==> src/logic/polar_macros.svh <==
// ------------------------------
// Single code length build with N fixed at 16
// The N field of the header word is never decoded
// ------------------------------
`ifndef POLAR_MACROS_SVH
`define POLAR_MACROS_SVH

// Code geometry
`define POLAR_N      16
`define POLAR_LOG_N  4

// Channel LLR width
`define LLR_W        12

// Pattern and result memory ports
`define RDATA_W      192
`define RADDR_W      11
`define WADDR_W      6

// Fields of the count and header words
`define PKT_CNT_W    7
`define K_LSB        10
`define K_W          8

`endif
==> src/logic/polar_pkg.sv <==
`default_nettype none
// ------------------------------
// Types shared by the N = 16 decoder
// Stage LLRs carry 4 guard bits so g sums cannot wrap
// ------------------------------
`include "polar_macros.svh"

package polar_pkg;

    // Pattern sequencer states
    typedef enum logic [2:0] {
        IDLE,
        READ_COUNT,
        READ_HEADER,
        READ_LLR,
        DECODE,
        WRITE,
        FINISH
    } seq_state_t;

    // Processing element opcode
    typedef enum logic {
        PE_F,   // min-sum
        PE_G    // add or subtract by partial sum
    } pe_op_t;

    typedef logic signed [`LLR_W-1:0] llr_t;
    typedef logic signed [`LLR_W+`POLAR_LOG_N-1:0] stage_llr_t;

    // All channel LLRs of one packet, entry i from rdata bits [12i+11:12i]
    typedef llr_t llr_vec_t [`POLAR_N];

    typedef logic [`POLAR_N-1:0] msg_t;

    // ------------------------------
    // Bit indices sorted from least to most reliable
    // ------------------------------
    localparam logic [`POLAR_LOG_N-1:0] RELIABILITY [`POLAR_N] = '{
        0, 1, 2, 4,
        8, 3, 5, 6,
        9, 10, 12, 7,
        11, 13, 14, 15
    };

endpackage

`default_nettype wire

==> src/logic/polar_decoder.sv <==
`default_nettype none
// ------------------------------
// Decoder top for N = 16 with one packet in flight
// rdata must follow raddr in the same cycle
// ------------------------------
`include "polar_macros.svh"

module polar_decoder (
    input  wire                  clk,
    input  wire                  rst_n,
    input  wire                  module_en,
    input  wire  [`RDATA_W-1:0]  rdata,
    output logic [`RADDR_W-1:0]  raddr,
    output logic [`WADDR_W-1:0]  waddr,
    output polar_pkg::msg_t      wdata,
    output logic                 wen,
    output logic                 proc_done
);
    import polar_pkg::*;

    // Sequencer to controller
    logic                   start;
    logic                   done;
    logic [`K_W-1:0]        k_value;
    llr_vec_t               channel_llr;
    msg_t                   message;

    // Controller to stage array
    logic                   load;
    logic [1:0]             stage_sel;
    pe_op_t                 op;
    logic [`POLAR_N/2-1:0]  partial_sums;
    stage_llr_t             leaf_llr [2];

    frame_sequencer u_seq (
        .clk         (clk),
        .rst_n       (rst_n),
        .module_en   (module_en),
        .rdata       (rdata),
        .raddr       (raddr),
        .start       (start),
        .k_value     (k_value),
        .channel_llr (channel_llr),
        .done        (done),
        .message     (message),
        .waddr       (waddr),
        .wdata       (wdata),
        .wen         (wen),
        .proc_done   (proc_done)
    );

    sc_controller u_ctrl (
        .clk          (clk),
        .rst_n        (rst_n),
        .start        (start),
        .k_value      (k_value),
        .channel_llr  (channel_llr),
        .leaf_llr     (leaf_llr),
        .load         (load),
        .stage_sel    (stage_sel),
        .op           (op),
        .partial_sums (partial_sums),
        .done         (done),
        .message      (message)
    );

    llr_stage_array u_array (
        .clk          (clk),
        .rst_n        (rst_n),
        .load         (load),
        .channel_llr  (channel_llr),
        .stage_sel    (stage_sel),
        .op           (op),
        .partial_sums (partial_sums),
        .leaf_llr     (leaf_llr)
    );

endmodule

`default_nettype wire

==> src/logic/frame_sequencer.sv <==
`default_nettype none
// ------------------------------
// Word 0 is the packet count, then a header and an LLR word per packet
// A count of 0 finishes at once without any write
// ------------------------------
`include "polar_macros.svh"

module frame_sequencer (
    input  wire                  clk,
    input  wire                  rst_n,
    input  wire                  module_en,
    input  wire  [`RDATA_W-1:0]  rdata,
    output logic [`RADDR_W-1:0]  raddr,
    output logic                 start,
    output logic [`K_W-1:0]      k_value,
    output polar_pkg::llr_vec_t  channel_llr,
    input  wire                  done,
    input  wire  polar_pkg::msg_t message,
    output logic [`WADDR_W-1:0]  waddr,
    output polar_pkg::msg_t      wdata,
    output logic                 wen,
    output logic                 proc_done
);
    import polar_pkg::*;

    seq_state_t             state;
    seq_state_t             next_state;
    logic [`PKT_CNT_W-1:0]  pkt_left;

    // ------------------------------
    // Next state
    // ------------------------------
    always_comb begin
        next_state = state;
        case (state)
            IDLE: begin
                if (module_en) begin
                    next_state = READ_COUNT;
                end
            end
            READ_COUNT: begin
                next_state = (rdata[`PKT_CNT_W-1:0] == '0) ? FINISH : READ_HEADER;
            end
            READ_HEADER: next_state = READ_LLR;
            READ_LLR:    next_state = DECODE;
            DECODE: begin
                if (done) begin
                    next_state = WRITE;
                end
            end
            WRITE:   next_state = (pkt_left == '0) ? FINISH : READ_HEADER;
            default: next_state = IDLE;
        endcase
    end

    // ------------------------------
    // Control registers
    // ------------------------------
    always_ff @(posedge clk or negedge rst_n) begin
        if (!rst_n) begin
            state     <= IDLE;
            raddr     <= '0;
            waddr     <= '0;
            pkt_left  <= '0;
            start     <= 1'b0;
            wen       <= 1'b0;
            proc_done <= 1'b0;
        end else begin
            state     <= next_state;
            // LLR word lands this cycle, decoder kicks off next
            start     <= (state == READ_LLR);
            wen       <= (state == DECODE) && done;
            proc_done <= (next_state == FINISH);
            case (state)
                READ_COUNT: begin
                    pkt_left <= rdata[`PKT_CNT_W-1:0];
                    raddr    <= raddr + 1'b1;
                end
                READ_HEADER, READ_LLR: raddr <= raddr + 1'b1;
                DECODE: begin
                    if (done) begin
                        pkt_left <= pkt_left - 1'b1;
                    end
                end
                WRITE: waddr <= waddr + 1'b1;
                FINISH: begin
                    raddr <= '0;
                    waddr <= '0;
                end
                default: ;
            endcase
        end
    end

    // Packet payload
    always_ff @(posedge clk) begin
        if (state == READ_HEADER) begin
            k_value <= rdata[`K_LSB +: `K_W];
        end
        if (state == READ_LLR) begin
            for (int i = 0; i < `POLAR_N; i++) begin
                channel_llr[i] <= rdata[i*`LLR_W +: `LLR_W];
            end
        end
        if ((state == DECODE) && done) begin
            wdata <= message;
        end
    end

    // One write per decoded packet, right after the controller finishes
    assert property (@(posedge clk) disable iff (!rst_n)
        wen |-> (state == WRITE) && $past(done))
        else $error("wen raised outside a packet write");

endmodule

`default_nettype wire

==> src/logic/sc_controller.sv <==
`default_nettype none
// ------------------------------
// Serial SC schedule for N = 16 with leaves decided in pairs
// channel_llr must hold from start until load, k_value until done
// ------------------------------
`include "polar_macros.svh"

module sc_controller (
    input  wire                         clk,
    input  wire                         rst_n,
    input  wire                         start,
    input  wire  [`K_W-1:0]             k_value,
    input  wire  polar_pkg::llr_vec_t   channel_llr,
    input  wire  polar_pkg::stage_llr_t leaf_llr [2],
    output logic                        load,
    output logic [1:0]                  stage_sel,
    output polar_pkg::pe_op_t           op,
    output logic [`POLAR_N/2-1:0]       partial_sums,
    output logic                        done,
    output polar_pkg::msg_t             message
);
    import polar_pkg::*;

    localparam int unsigned PAIRS = `POLAR_N / 2;

    logic                        busy;
    logic [1:0]                  stage_ptr;   // 0 means leaf decision
    logic [`POLAR_LOG_N-2:0]     pair_idx;    // bit L-1 marks right child at level L
    logic [`POLAR_LOG_N-2:0]     pair_inc;
    logic [1:0]                  next_ptr;
    logic [`POLAR_LOG_N:0]       msg_cnt;
    logic [`POLAR_LOG_N:0]       cnt_next;
    msg_t                        msg_next;
    logic                        leaf_step;
    logic                        frozen0;
    logic                        frozen1;
    logic                        u0;
    logic                        u1;
    stage_llr_t                  g_leaf;
    logic [1:0]                  enc1;
    logic [3:0]                  enc2;
    logic [7:0]                  enc3;
    logic [1:0]                  left1;
    logic [3:0]                  left2;
    logic [7:0]                  left3;
    logic [`POLAR_N*`LLR_W-1:0]  llr_flat;

    // Frozen when the rank of idx falls among the N-K least reliable
    function automatic logic is_frozen(input logic [`POLAR_LOG_N-1:0] idx,
                                       input logic [`K_W-1:0] k);
        int rank;
        rank = 0;
        for (int r = 0; r < `POLAR_N; r++) begin
            if (RELIABILITY[r] == idx) begin
                rank = r;
            end
        end
        return rank < (`POLAR_N - int'(k));
    endfunction

    // ------------------------------
    // Leaf pair decision
    // ------------------------------
    assign leaf_step = busy && !load && (stage_ptr == 2'd0);
    assign frozen0   = is_frozen({pair_idx, 1'b0}, k_value);
    assign frozen1   = is_frozen({pair_idx, 1'b1}, k_value);

    // Sign of f for the even bit
    assign u0 = !frozen0 && (leaf_llr[0] != 0) && (leaf_llr[1] != 0) &&
                ((leaf_llr[0] < 0) ^ (leaf_llr[1] < 0));
    assign g_leaf = u0 ? (leaf_llr[1] - leaf_llr[0]) : (leaf_llr[1] + leaf_llr[0]);
    assign u1 = !frozen1 && (g_leaf < 0);

    // Re-encoded partial sums, left half XOR right half
    assign enc1 = {u1, u0 ^ u1};
    assign enc2 = {enc1, left1 ^ enc1};
    assign enc3 = {enc2, left2 ^ enc2};

    always_comb begin
        msg_next = message;
        cnt_next = msg_cnt;
        if (!frozen0) begin
            msg_next[cnt_next[`POLAR_LOG_N-1:0]] = u0;
            cnt_next = cnt_next + 1'b1;
        end
        if (!frozen1) begin
            msg_next[cnt_next[`POLAR_LOG_N-1:0]] = u1;
            cnt_next = cnt_next + 1'b1;
        end
    end

    // Next pair restarts at the level of its lowest set bit
    assign pair_inc = pair_idx + 1'b1;
    assign next_ptr = pair_inc[0] ? 2'd1 : (pair_inc[1] ? 2'd2 : 2'd3);

    // ------------------------------
    // Stage array commands
    // ------------------------------
    assign stage_sel = (busy && !load) ? stage_ptr : 2'd0;

    always_comb begin
        op           = PE_F;
        partial_sums = '0;
        case (stage_sel)
            2'd1: begin
                op                = pair_idx[0] ? PE_G : PE_F;
                partial_sums[1:0] = left1;
            end
            2'd2: begin
                op                = pair_idx[1] ? PE_G : PE_F;
                partial_sums[3:0] = left2;
            end
            2'd3: begin
                op           = pair_idx[2] ? PE_G : PE_F;
                partial_sums = left3;
            end
            default: ;
        endcase
    end

    always_ff @(posedge clk or negedge rst_n) begin
        if (!rst_n) begin
            busy      <= 1'b0;
            stage_ptr <= '0;
            pair_idx  <= '0;
            msg_cnt   <= '0;
            load      <= 1'b0;
            done      <= 1'b0;
        end else begin
            load <= start;
            done <= 1'b0;
            if (start) begin
                busy      <= 1'b1;
                stage_ptr <= 2'd3;
                pair_idx  <= '0;
                msg_cnt   <= '0;
            end else if (busy && !load) begin
                if (stage_ptr != 2'd0) begin
                    stage_ptr <= stage_ptr - 1'b1;
                end else begin
                    msg_cnt <= cnt_next;
                    if (pair_idx == (`POLAR_LOG_N-1)'(PAIRS - 1)) begin
                        busy <= 1'b0;
                        done <= 1'b1;
                    end else begin
                        pair_idx  <= pair_inc;
                        stage_ptr <= next_ptr;
                    end
                end
            end
        end
    end

    // Message and saved left-child partial sums
    always_ff @(posedge clk) begin
        if (start) begin
            message <= '0;
        end else if (leaf_step) begin
            message <= msg_next;
            if (!pair_idx[0]) begin
                left1 <= enc1;
            end else if (!pair_idx[1]) begin
                left2 <= enc2;
            end else if (!pair_idx[2]) begin
                left3 <= enc3;
            end
        end
    end

    always_comb begin
        for (int i = 0; i < `POLAR_N; i++) begin
            llr_flat[i*`LLR_W +: `LLR_W] = channel_llr[i];
        end
    end

    // ------------------------------
    // Handshake checks
    // ------------------------------
    assert property (@(posedge clk) disable iff (!rst_n)
        start |-> !busy && !done)
        else $error("start during an active decode");

    assert property (@(posedge clk) disable iff (!rst_n)
        load |-> $stable(llr_flat))
        else $error("channel LLRs changed between start and load");

endmodule

`default_nettype wire

==> src/logic/llr_stage_array.sv <==
`default_nettype none
// ------------------------------
// Eight shared f/g elements over 16, 8, 4 and 2 entry buffers
// stage_sel 3..1 writes the 8, 4 or 2 entry buffer, 0 holds all
// ------------------------------
`include "polar_macros.svh"

module llr_stage_array (
    input  wire                          clk,
    input  wire                          rst_n,
    input  wire                          load,
    input  wire  polar_pkg::llr_vec_t    channel_llr,
    input  wire  [1:0]                   stage_sel,
    input  wire  polar_pkg::pe_op_t      op,
    input  wire  [`POLAR_N/2-1:0]        partial_sums,
    output polar_pkg::stage_llr_t        leaf_llr [2]
);
    import polar_pkg::*;

    localparam int unsigned NUM_PE = `POLAR_N / 2;

    llr_t        chan_q [`POLAR_N];
    stage_llr_t  buf8_q [NUM_PE];
    stage_llr_t  buf4_q [NUM_PE/2];
    stage_llr_t  buf2_q [NUM_PE/4];
    stage_llr_t  pe_a   [NUM_PE];
    stage_llr_t  pe_b   [NUM_PE];
    stage_llr_t  pe_out [NUM_PE];

    // Min-sum f, or g with the partial sum choosing add or subtract
    function automatic stage_llr_t pe_calc(input pe_op_t f_op,
                                           input stage_llr_t a,
                                           input stage_llr_t b,
                                           input logic u);
        stage_llr_t mag_a;
        stage_llr_t mag_b;
        stage_llr_t mag_min;
        mag_a   = (a < 0) ? -a : a;
        mag_b   = (b < 0) ? -b : b;
        mag_min = (mag_a < mag_b) ? mag_a : mag_b;
        if (f_op == PE_G) begin
            return u ? (b - a) : (b + a);
        end
        return ((a < 0) ^ (b < 0)) ? -mag_min : mag_min;
    endfunction

    // ------------------------------
    // Operand select, entry i against i + half
    // ------------------------------
    always_comb begin
        for (int i = 0; i < NUM_PE; i++) begin
            pe_a[i] = '0;
            pe_b[i] = '0;
        end
        case (stage_sel)
            2'd3: begin
                for (int i = 0; i < NUM_PE; i++) begin
                    pe_a[i] = chan_q[i];
                    pe_b[i] = chan_q[i + NUM_PE];
                end
            end
            2'd2: begin
                for (int i = 0; i < NUM_PE/2; i++) begin
                    pe_a[i] = buf8_q[i];
                    pe_b[i] = buf8_q[i + NUM_PE/2];
                end
            end
            2'd1: begin
                for (int i = 0; i < NUM_PE/4; i++) begin
                    pe_a[i] = buf4_q[i];
                    pe_b[i] = buf4_q[i + NUM_PE/4];
                end
            end
            default: ;
        endcase
        for (int i = 0; i < NUM_PE; i++) begin
            pe_out[i] = pe_calc(op, pe_a[i], pe_b[i], partial_sums[i]);
        end
    end

    // Results land in the next smaller buffer
    always_ff @(posedge clk) begin
        if (load) begin
            chan_q <= channel_llr;
        end
        case (stage_sel)
            2'd3: begin
                for (int i = 0; i < NUM_PE; i++) begin
                    buf8_q[i] <= pe_out[i];
                end
            end
            2'd2: begin
                for (int i = 0; i < NUM_PE/2; i++) begin
                    buf4_q[i] <= pe_out[i];
                end
            end
            2'd1: begin
                for (int i = 0; i < NUM_PE/4; i++) begin
                    buf2_q[i] <= pe_out[i];
                end
            end
            default: ;
        endcase
    end

    assign leaf_llr = buf2_q;

    // Stage select known, and idle while the channel word is captured
    assert property (@(posedge clk) disable iff (!rst_n)
        !$isunknown(stage_sel) && (!load || (stage_sel == 2'd0)))
        else $error("stage_sel out of range or active during load");

endmodule

`default_nettype wire

==> config.mk <==
export PLATFORM = sky130hd
export DESIGN_NAME = polar_decoder
export DESIGN_NICKNAME = d
export VERILOG_FILES = /design/src/logic/polar_pkg.sv /design/src/logic/polar_decoder.sv /design/src/logic/frame_sequencer.sv /design/src/logic/sc_controller.sv /design/src/logic/llr_stage_array.sv
export VERILOG_INCLUDE_DIRS = /design/src /design/src/logic
export SDC_FILE = /design/constraint.sdc
export NUM_CORES = 2
export LEC_CHECK = 0
export BUFFER_PORTS_ARGS = -buffer_cell sky130_fd_sc_hd__buf_2
export CORE_MARGIN = 2
export CORE_UTILIZATION = 25
export CTS_CLUSTER_DIAMETER = 30
export DETAILED_ROUTE_END_ITERATION = 7
export GPL_ROUTABILITY_DRIVEN = 0
export PLACE_DENSITY_LB_ADDON = 0.08
export REMOVE_ABC_BUFFERS = 1
export SETUP_SLACK_MARGIN = 0.15
export SLEW_MARGIN = 40
export SYNTH_ARGS = -nofsm -noshare
export SYNTH_HDL_FRONTEND = slang
export SYNTH_HIERARCHICAL = 1
export SYNTH_SLANG_ARGS = --single-unit
export TNS_END_PERCENT = 20
==> constraint.sdc <==
create_clock -name clk -period 15 [get_ports clk]
set_clock_uncertainty 0.1 [all_clocks]
set_input_delay 0.75 -clock clk [delete_from_list [all_inputs] [get_ports clk]]
set_output_delay 0.75 -clock clk [all_outputs]
set_load 0.01 [all_outputs]
Word-level counts from Yosys, hierarchy flattened

Memory sizes are Yosys's and may differ from the RTL's.
Cells that the tools add are included.

Add/sub/neg operators: 50
Multiply operators: 0
Divide/modulo/power cells: 0
$lt $le $gt $ge: 33
Equal/unequal tests: 22
Shifts and indexed selects: 0
Muxes and demuxes: 131
Bitwise logic cells: 16
Reductions and logical operators: 34

Operators with widths:

| kind                                                | number |
|---|---|
| two-way mux 16 bit                                  | 59 |
| two-way mux 32 bit                                  | 13 |
| negator 16 bit                                      | 24 |
| < comparator 16 x 1 -> 1 bit, second input constant | 19 |
| one-hot mux 32 bit (3 select lines)                 | 2 |
| adder 16 bit                                        | 9 |
| subtractor 16 bit                                   | 9 |
| < comparator 16 bit                                 | 8 |
| two-way mux 64 bit                                  | 2 |
| one-hot mux 32 bit (2 select lines)                 | 2 |
| < comparator 32 bit                                 | 2 |
| nonzero test 32 bit                                 | 2 |
| bitwise mux 16 bit                                  | 2 |
| two-way mux 5 bit                                   | 5 |
| two-way mux 3 bit                                   | 8 |
| one-hot mux 11 bit (2 select lines)                 | 1 |
| two-way mux 1 bit                                   | 20 |
| one-hot mux 3 bit (6 select lines)                  | 1 |
| == test 3 bit, second input constant                | 5 |
| logical NOT 7 bit                                   | 2 |
| two-way mux 2 bit                                   | 7 |
| one-hot mux 7 bit (2 select lines)                  | 1 |
| == test 3 bit, first input constant                 | 4 |
| one-hot mux 6 bit (2 select lines)                  | 1 |
| 38 further kinds                                    | 78 |

Register bits: 513
Latch bits: 0
Bits in writable memories: 192
Memory bits (read-only): 0
Bits of input ports: 195
Output and inout bits: 35
Memories kept: 2

Memory list:

| name           | depth | bits a word | read ports | clocked after memory_dff | wr ports | RTL line              | text |
|---|---|---|---|---|---|---|---|
| u_array.buf8_q | 8     | 16          | 8          | 0                        | 8        | llr_stage_array.sv:23 | `stage_llr_t buf8_q [NUM_PE];` |
| u_array.buf4_q | 4     | 16          | 4          | 0                        | 4        | llr_stage_array.sv:24 | `stage_llr_t buf4_q [NUM_PE/2];` |

Depth between registers and ports, before layout

Word-level depth: 19
Mapped depth: 40
Depth with buffers taken out: 29

Modules after synthesis

Netlist, hierarchy kept.

By module, submodules not included:

| module          | times used | cells each | area each (um^2) | sequential area each (um^2) |
|---|---|---|---|---|
| llr_stage_array | 1          | 4190       | 37734.9          | 12492.0 |
| frame_sequencer | 1          | 383        | 8069.0           | 7236.9 |
| sc_controller   | 1          | 453        | 3817.4           | 1041.0 |

Least setup slack after synthesis

Ideal clock, no wire load.

Path type: reg2reg
From: register u_ctrl.load
To: memory u_array/buf4_q[3][14] (netlist name) (data pin)
Data arrival time: 12.487 ns
Setup slack: 2.151 ns
Cell stages (with the launch flop): 34
Buffers on the path: 10
Clock period less this slack: 12.849 ns
Cells stage by stage: dfrtp_1 -> nor2b_1 -> and2_1 -> buf_6 -> buf_8 -> buf_8 -> buf_6 -> inv_2 -> buf_2 -> buf_2 -> nand2_1 -> inv_1 -> clkbuf_1 -> clkbuf_1 -> o21a_1 -> nor3_1 -> ha_1 -> ha_1 -> nand2_1 -> nor3_1 -> a21oi_1 -> o21ai_0 -> o41ai_1 -> clkbuf_1 -> buf_2 -> nor2_1 -> a21oi_1 -> ha_1 -> nand3_1 -> mux2_2 -> nor4_1 -> a21oi_1 -> xnor2_1 -> mux2_2

RTL lines:

| item                     | RTL line              | text |
|---|---|---|
| start: declaration       | sc_controller.sv:15   | `output logic load,` |
| start signal: assignment | sc_controller.sv:130  | `load <= start;` |
| end: declaration         | llr_stage_array.sv:24 |  |

==> flow_summary.toml <==
[drt]
routed_wl_um = 159800
met1Wirelength_um = 75800
drc = 0
top_layer_used = "met4"
dr_wl_met2_um = 73720
dr.first_iter.drc_count = 2054
first_pass_iters = 8
viasPerCell = 4.677
wire_per_inst_um = 19.23
vias = 38870
wl_met3_um = 6088
ant_nets = 0

[timing]
worst_slack_ps = 5775
final_max_slew_viol_count = 0
hold_viol = 0
period_share_pct = 61.50
holdWs_ps = 60.81
slew_headroom_pct = 44.86
layout_min_cycle_time_ps = 9225
setup_violations = 0
fmax_ghz = 0.1084
worst_slew_pin_slew_ps = 820.7
rsz0062_at_grt = "no"

[critical_path]
r2r_setup_slack_ps = 5780
max_stage_delay_ps = 740
start_kind = "flop"
cp-end-kind = "flop"
r2r_end = "u_array/buf4_q[1][8]$_DFFE_PN_"
slowest_stage = "buf_4"
critPathMaxFanout = 57
worstSetupPathType = "reg -> reg"
cp.arrival_ps = 9670
worst_ep_required_time_ps = 15440
ff2ff_path_depth = 25
r2r-start = "u_ctrl/load$_DFF_PN0_"

[clock_network]
clk_latency_ps = 820
cts_made_buffers = 206
htree_levels = 4
cts_root_buf = "clkbuf_16"
cts_sinks = 704
cts_buffer_depth = 3
clkSlewWorstSetupHoldPaths_ps = 40
cts_tree = "yes"

[min_path]
hold_path.startpoint = "rdata[14]"
worstHoldPathCells = 1
hold_path.class = "in -> reg"
holdPathEnd = "u_seq/k_value[4]$_DFFE_PP_"

[synthesis]
synth-adder-area-share_pct = 8.745
synthFlopType = "edfxtp_1"
seq_area_frac_synth_pct = 41.86
ys_ff_latch = 704
synth-simple-area-share_pct = 14.77
synth_compound_area_share_pct = 15.92
synthXorXnorAreaFrac_pct = 8.114
synthMuxAreaShare_pct = 6.304
async_flop_share_pct = 5.966
synth.distinct_cells = 120
synth_edf_count = 646
synth_warnings = 6
synthesis.instances = 5026
syn-cell-area_um2 = 49620
syn_area_per_cell_um2 = 9.873
synth_top_family_by_area = "compound AO/OA/AOI/OAI gates"

[place]
dp_hpwl_um = 118500
io_buffers = 229
dpl_worst_slack_ps = 5753

[cells_and_area]
syn_to_final_growth_pct = 26.51
nets = 6034
layout-drive-gt1-share_pct = 14.54
final_cell_mix = "edfxtp_1 (646), nor2_1 (468), nand2_1 (396), ha_1 (334), o21ai_0 (326)"
layout_commonest_cell = "edfxtp_1"

[global_route]
grt_max_degree = 113
overflow = 0
grt_pass1_vias = 39560
grtUsageTotal_pct = 15.58
grt_pass1_wl_um = 243600
antenna_found_initial = 4

[floorplanning]
fp-row-count = 163
fp.coreArea_um2 = 197200
io_pins = 230
dieArea_um2 = 202100
initial_core_util_pct = 25.16
die_x_um = 449.5
die_h_um = 449.5

[outcome]
status = "finished clean"

[run]
cap_violations = 0
-- logic make-up after synthesis --
kind of cell / Yosys count
AND/OR/NAND/NOR: 1521
AO/OA/AOI/OAI: 1207
flip-flops: 704
buffers and inverters: 493
XOR/XNOR: 458
adder cells (fa/ha/maj): 342
multiplexers: 300
other: 1
-- worst max-delay path, delay by kind of cell (launching register included) --
kind | cells | cell delay (ps)
and+or+nand+nor | 9 | 3010
AOI/OAI and AO/OA | 7 | 1850
buffers and inverters | 2 | 1300
muxes | 3 | 850
DFF | 1 | 700
adders and majority gates | 2 | 600
xor gates and xnor gates | 2 | 440
-- registers in the layout, summed over array words and instances (netlist names), 6 cells and up --
register,flops
u_seq/wdata,16
u_ctrl/message,16
u_seq/k_value,8
u_array/buf8_q,128
u_seq/channel_llr,192
u_array/chan_q,192
u_seq/raddr,11
u_ctrl/left3,8
u_seq/pkt_left,7
u_array/buf4_q,64
u_seq/waddr,6
u_array/leaf_llr,32
-- what timing repair did --
action | 4_1_cts | 5_1_grt
buffers inserted | 0 | 0
resized for setup | 0 | 0
hold buffers | 179 | 0
endpoints found under the hold margin | 220 | 0
-- metal layers --
metal | up-vias | global-route usage, %
met5 | - | 0
met4 | 0 | 4.856
met3 | 235 | 2.637
met2 | 699 | 25.43
met1 | 18540 | 20.90
li1 | 19400 | -
-- worst max path at each step --
stage	from	end	slack, ps	cells past startpoint
after floorplan	u_ctrl/load$_DFF_PN0_	u_array/buf8_q[1][60]$_DFFE_PN_	-7200	24
after global placement	u_ctrl/load$_DFF_PN0_	u_array/buf4_q[1][8]$_DFFE_PN_	5930	25
after detailed placement	u_ctrl/load$_DFF_PN0_	u_array/buf4_q[1][8]$_DFFE_PN_	5750	25
after CTS	u_ctrl/load$_DFF_PN0_	u_array/buf4_q[1][14]$_DFFE_PN_	5710	25
after global routing	u_ctrl/load$_DFF_PN0_	u_array/buf4_q[1][8]$_DFFE_PN_	5190	27
final	u_ctrl/load$_DFF_PN0_	u_array/buf4_q[1][8]$_DFFE_PN_	5780	25
-- Yosys cell counts, drive strengths merged (112+ instances only) --
master    n  area (µm²)
clkbuf  130       489.2
o21ai   351        1764
edfxtp  646       19400
nor3    112       571.8
inv     273        1025
nor2    474        1787
mux2i   206        2069
nand2   398        1501
xnor2   253        2223
ha      334        4179
a21oi   301        1510
xor2    205        1803
-- stage by stage --
step	util (%)	cell area (µm²)	TNS (ps)	cells
after floorplan	-	48580	-713570	4821
after global placement	27.18	53600	0	7748
after detailed placement	27.20	53640	0	7749
after CTS	31.82	62750	0	8308
after global routing	31.83	62770	0	8311
final	31.83	62770	0	8311
-- final cells by class --
type	instances	area (µm²)
fillers	20420	134400
multi-input cells	3844	26880
flip-flops and latches	704	20770
clock buffers	229	5314
repair buffers	468	3455
well taps	2640	3303
clock inverters	151	2007
inverters	273	1041
diodes	2	5.005
Power is not shown: default switching activity piles up to over one toggle a cycle in this logic, so the estimate is an artifact.
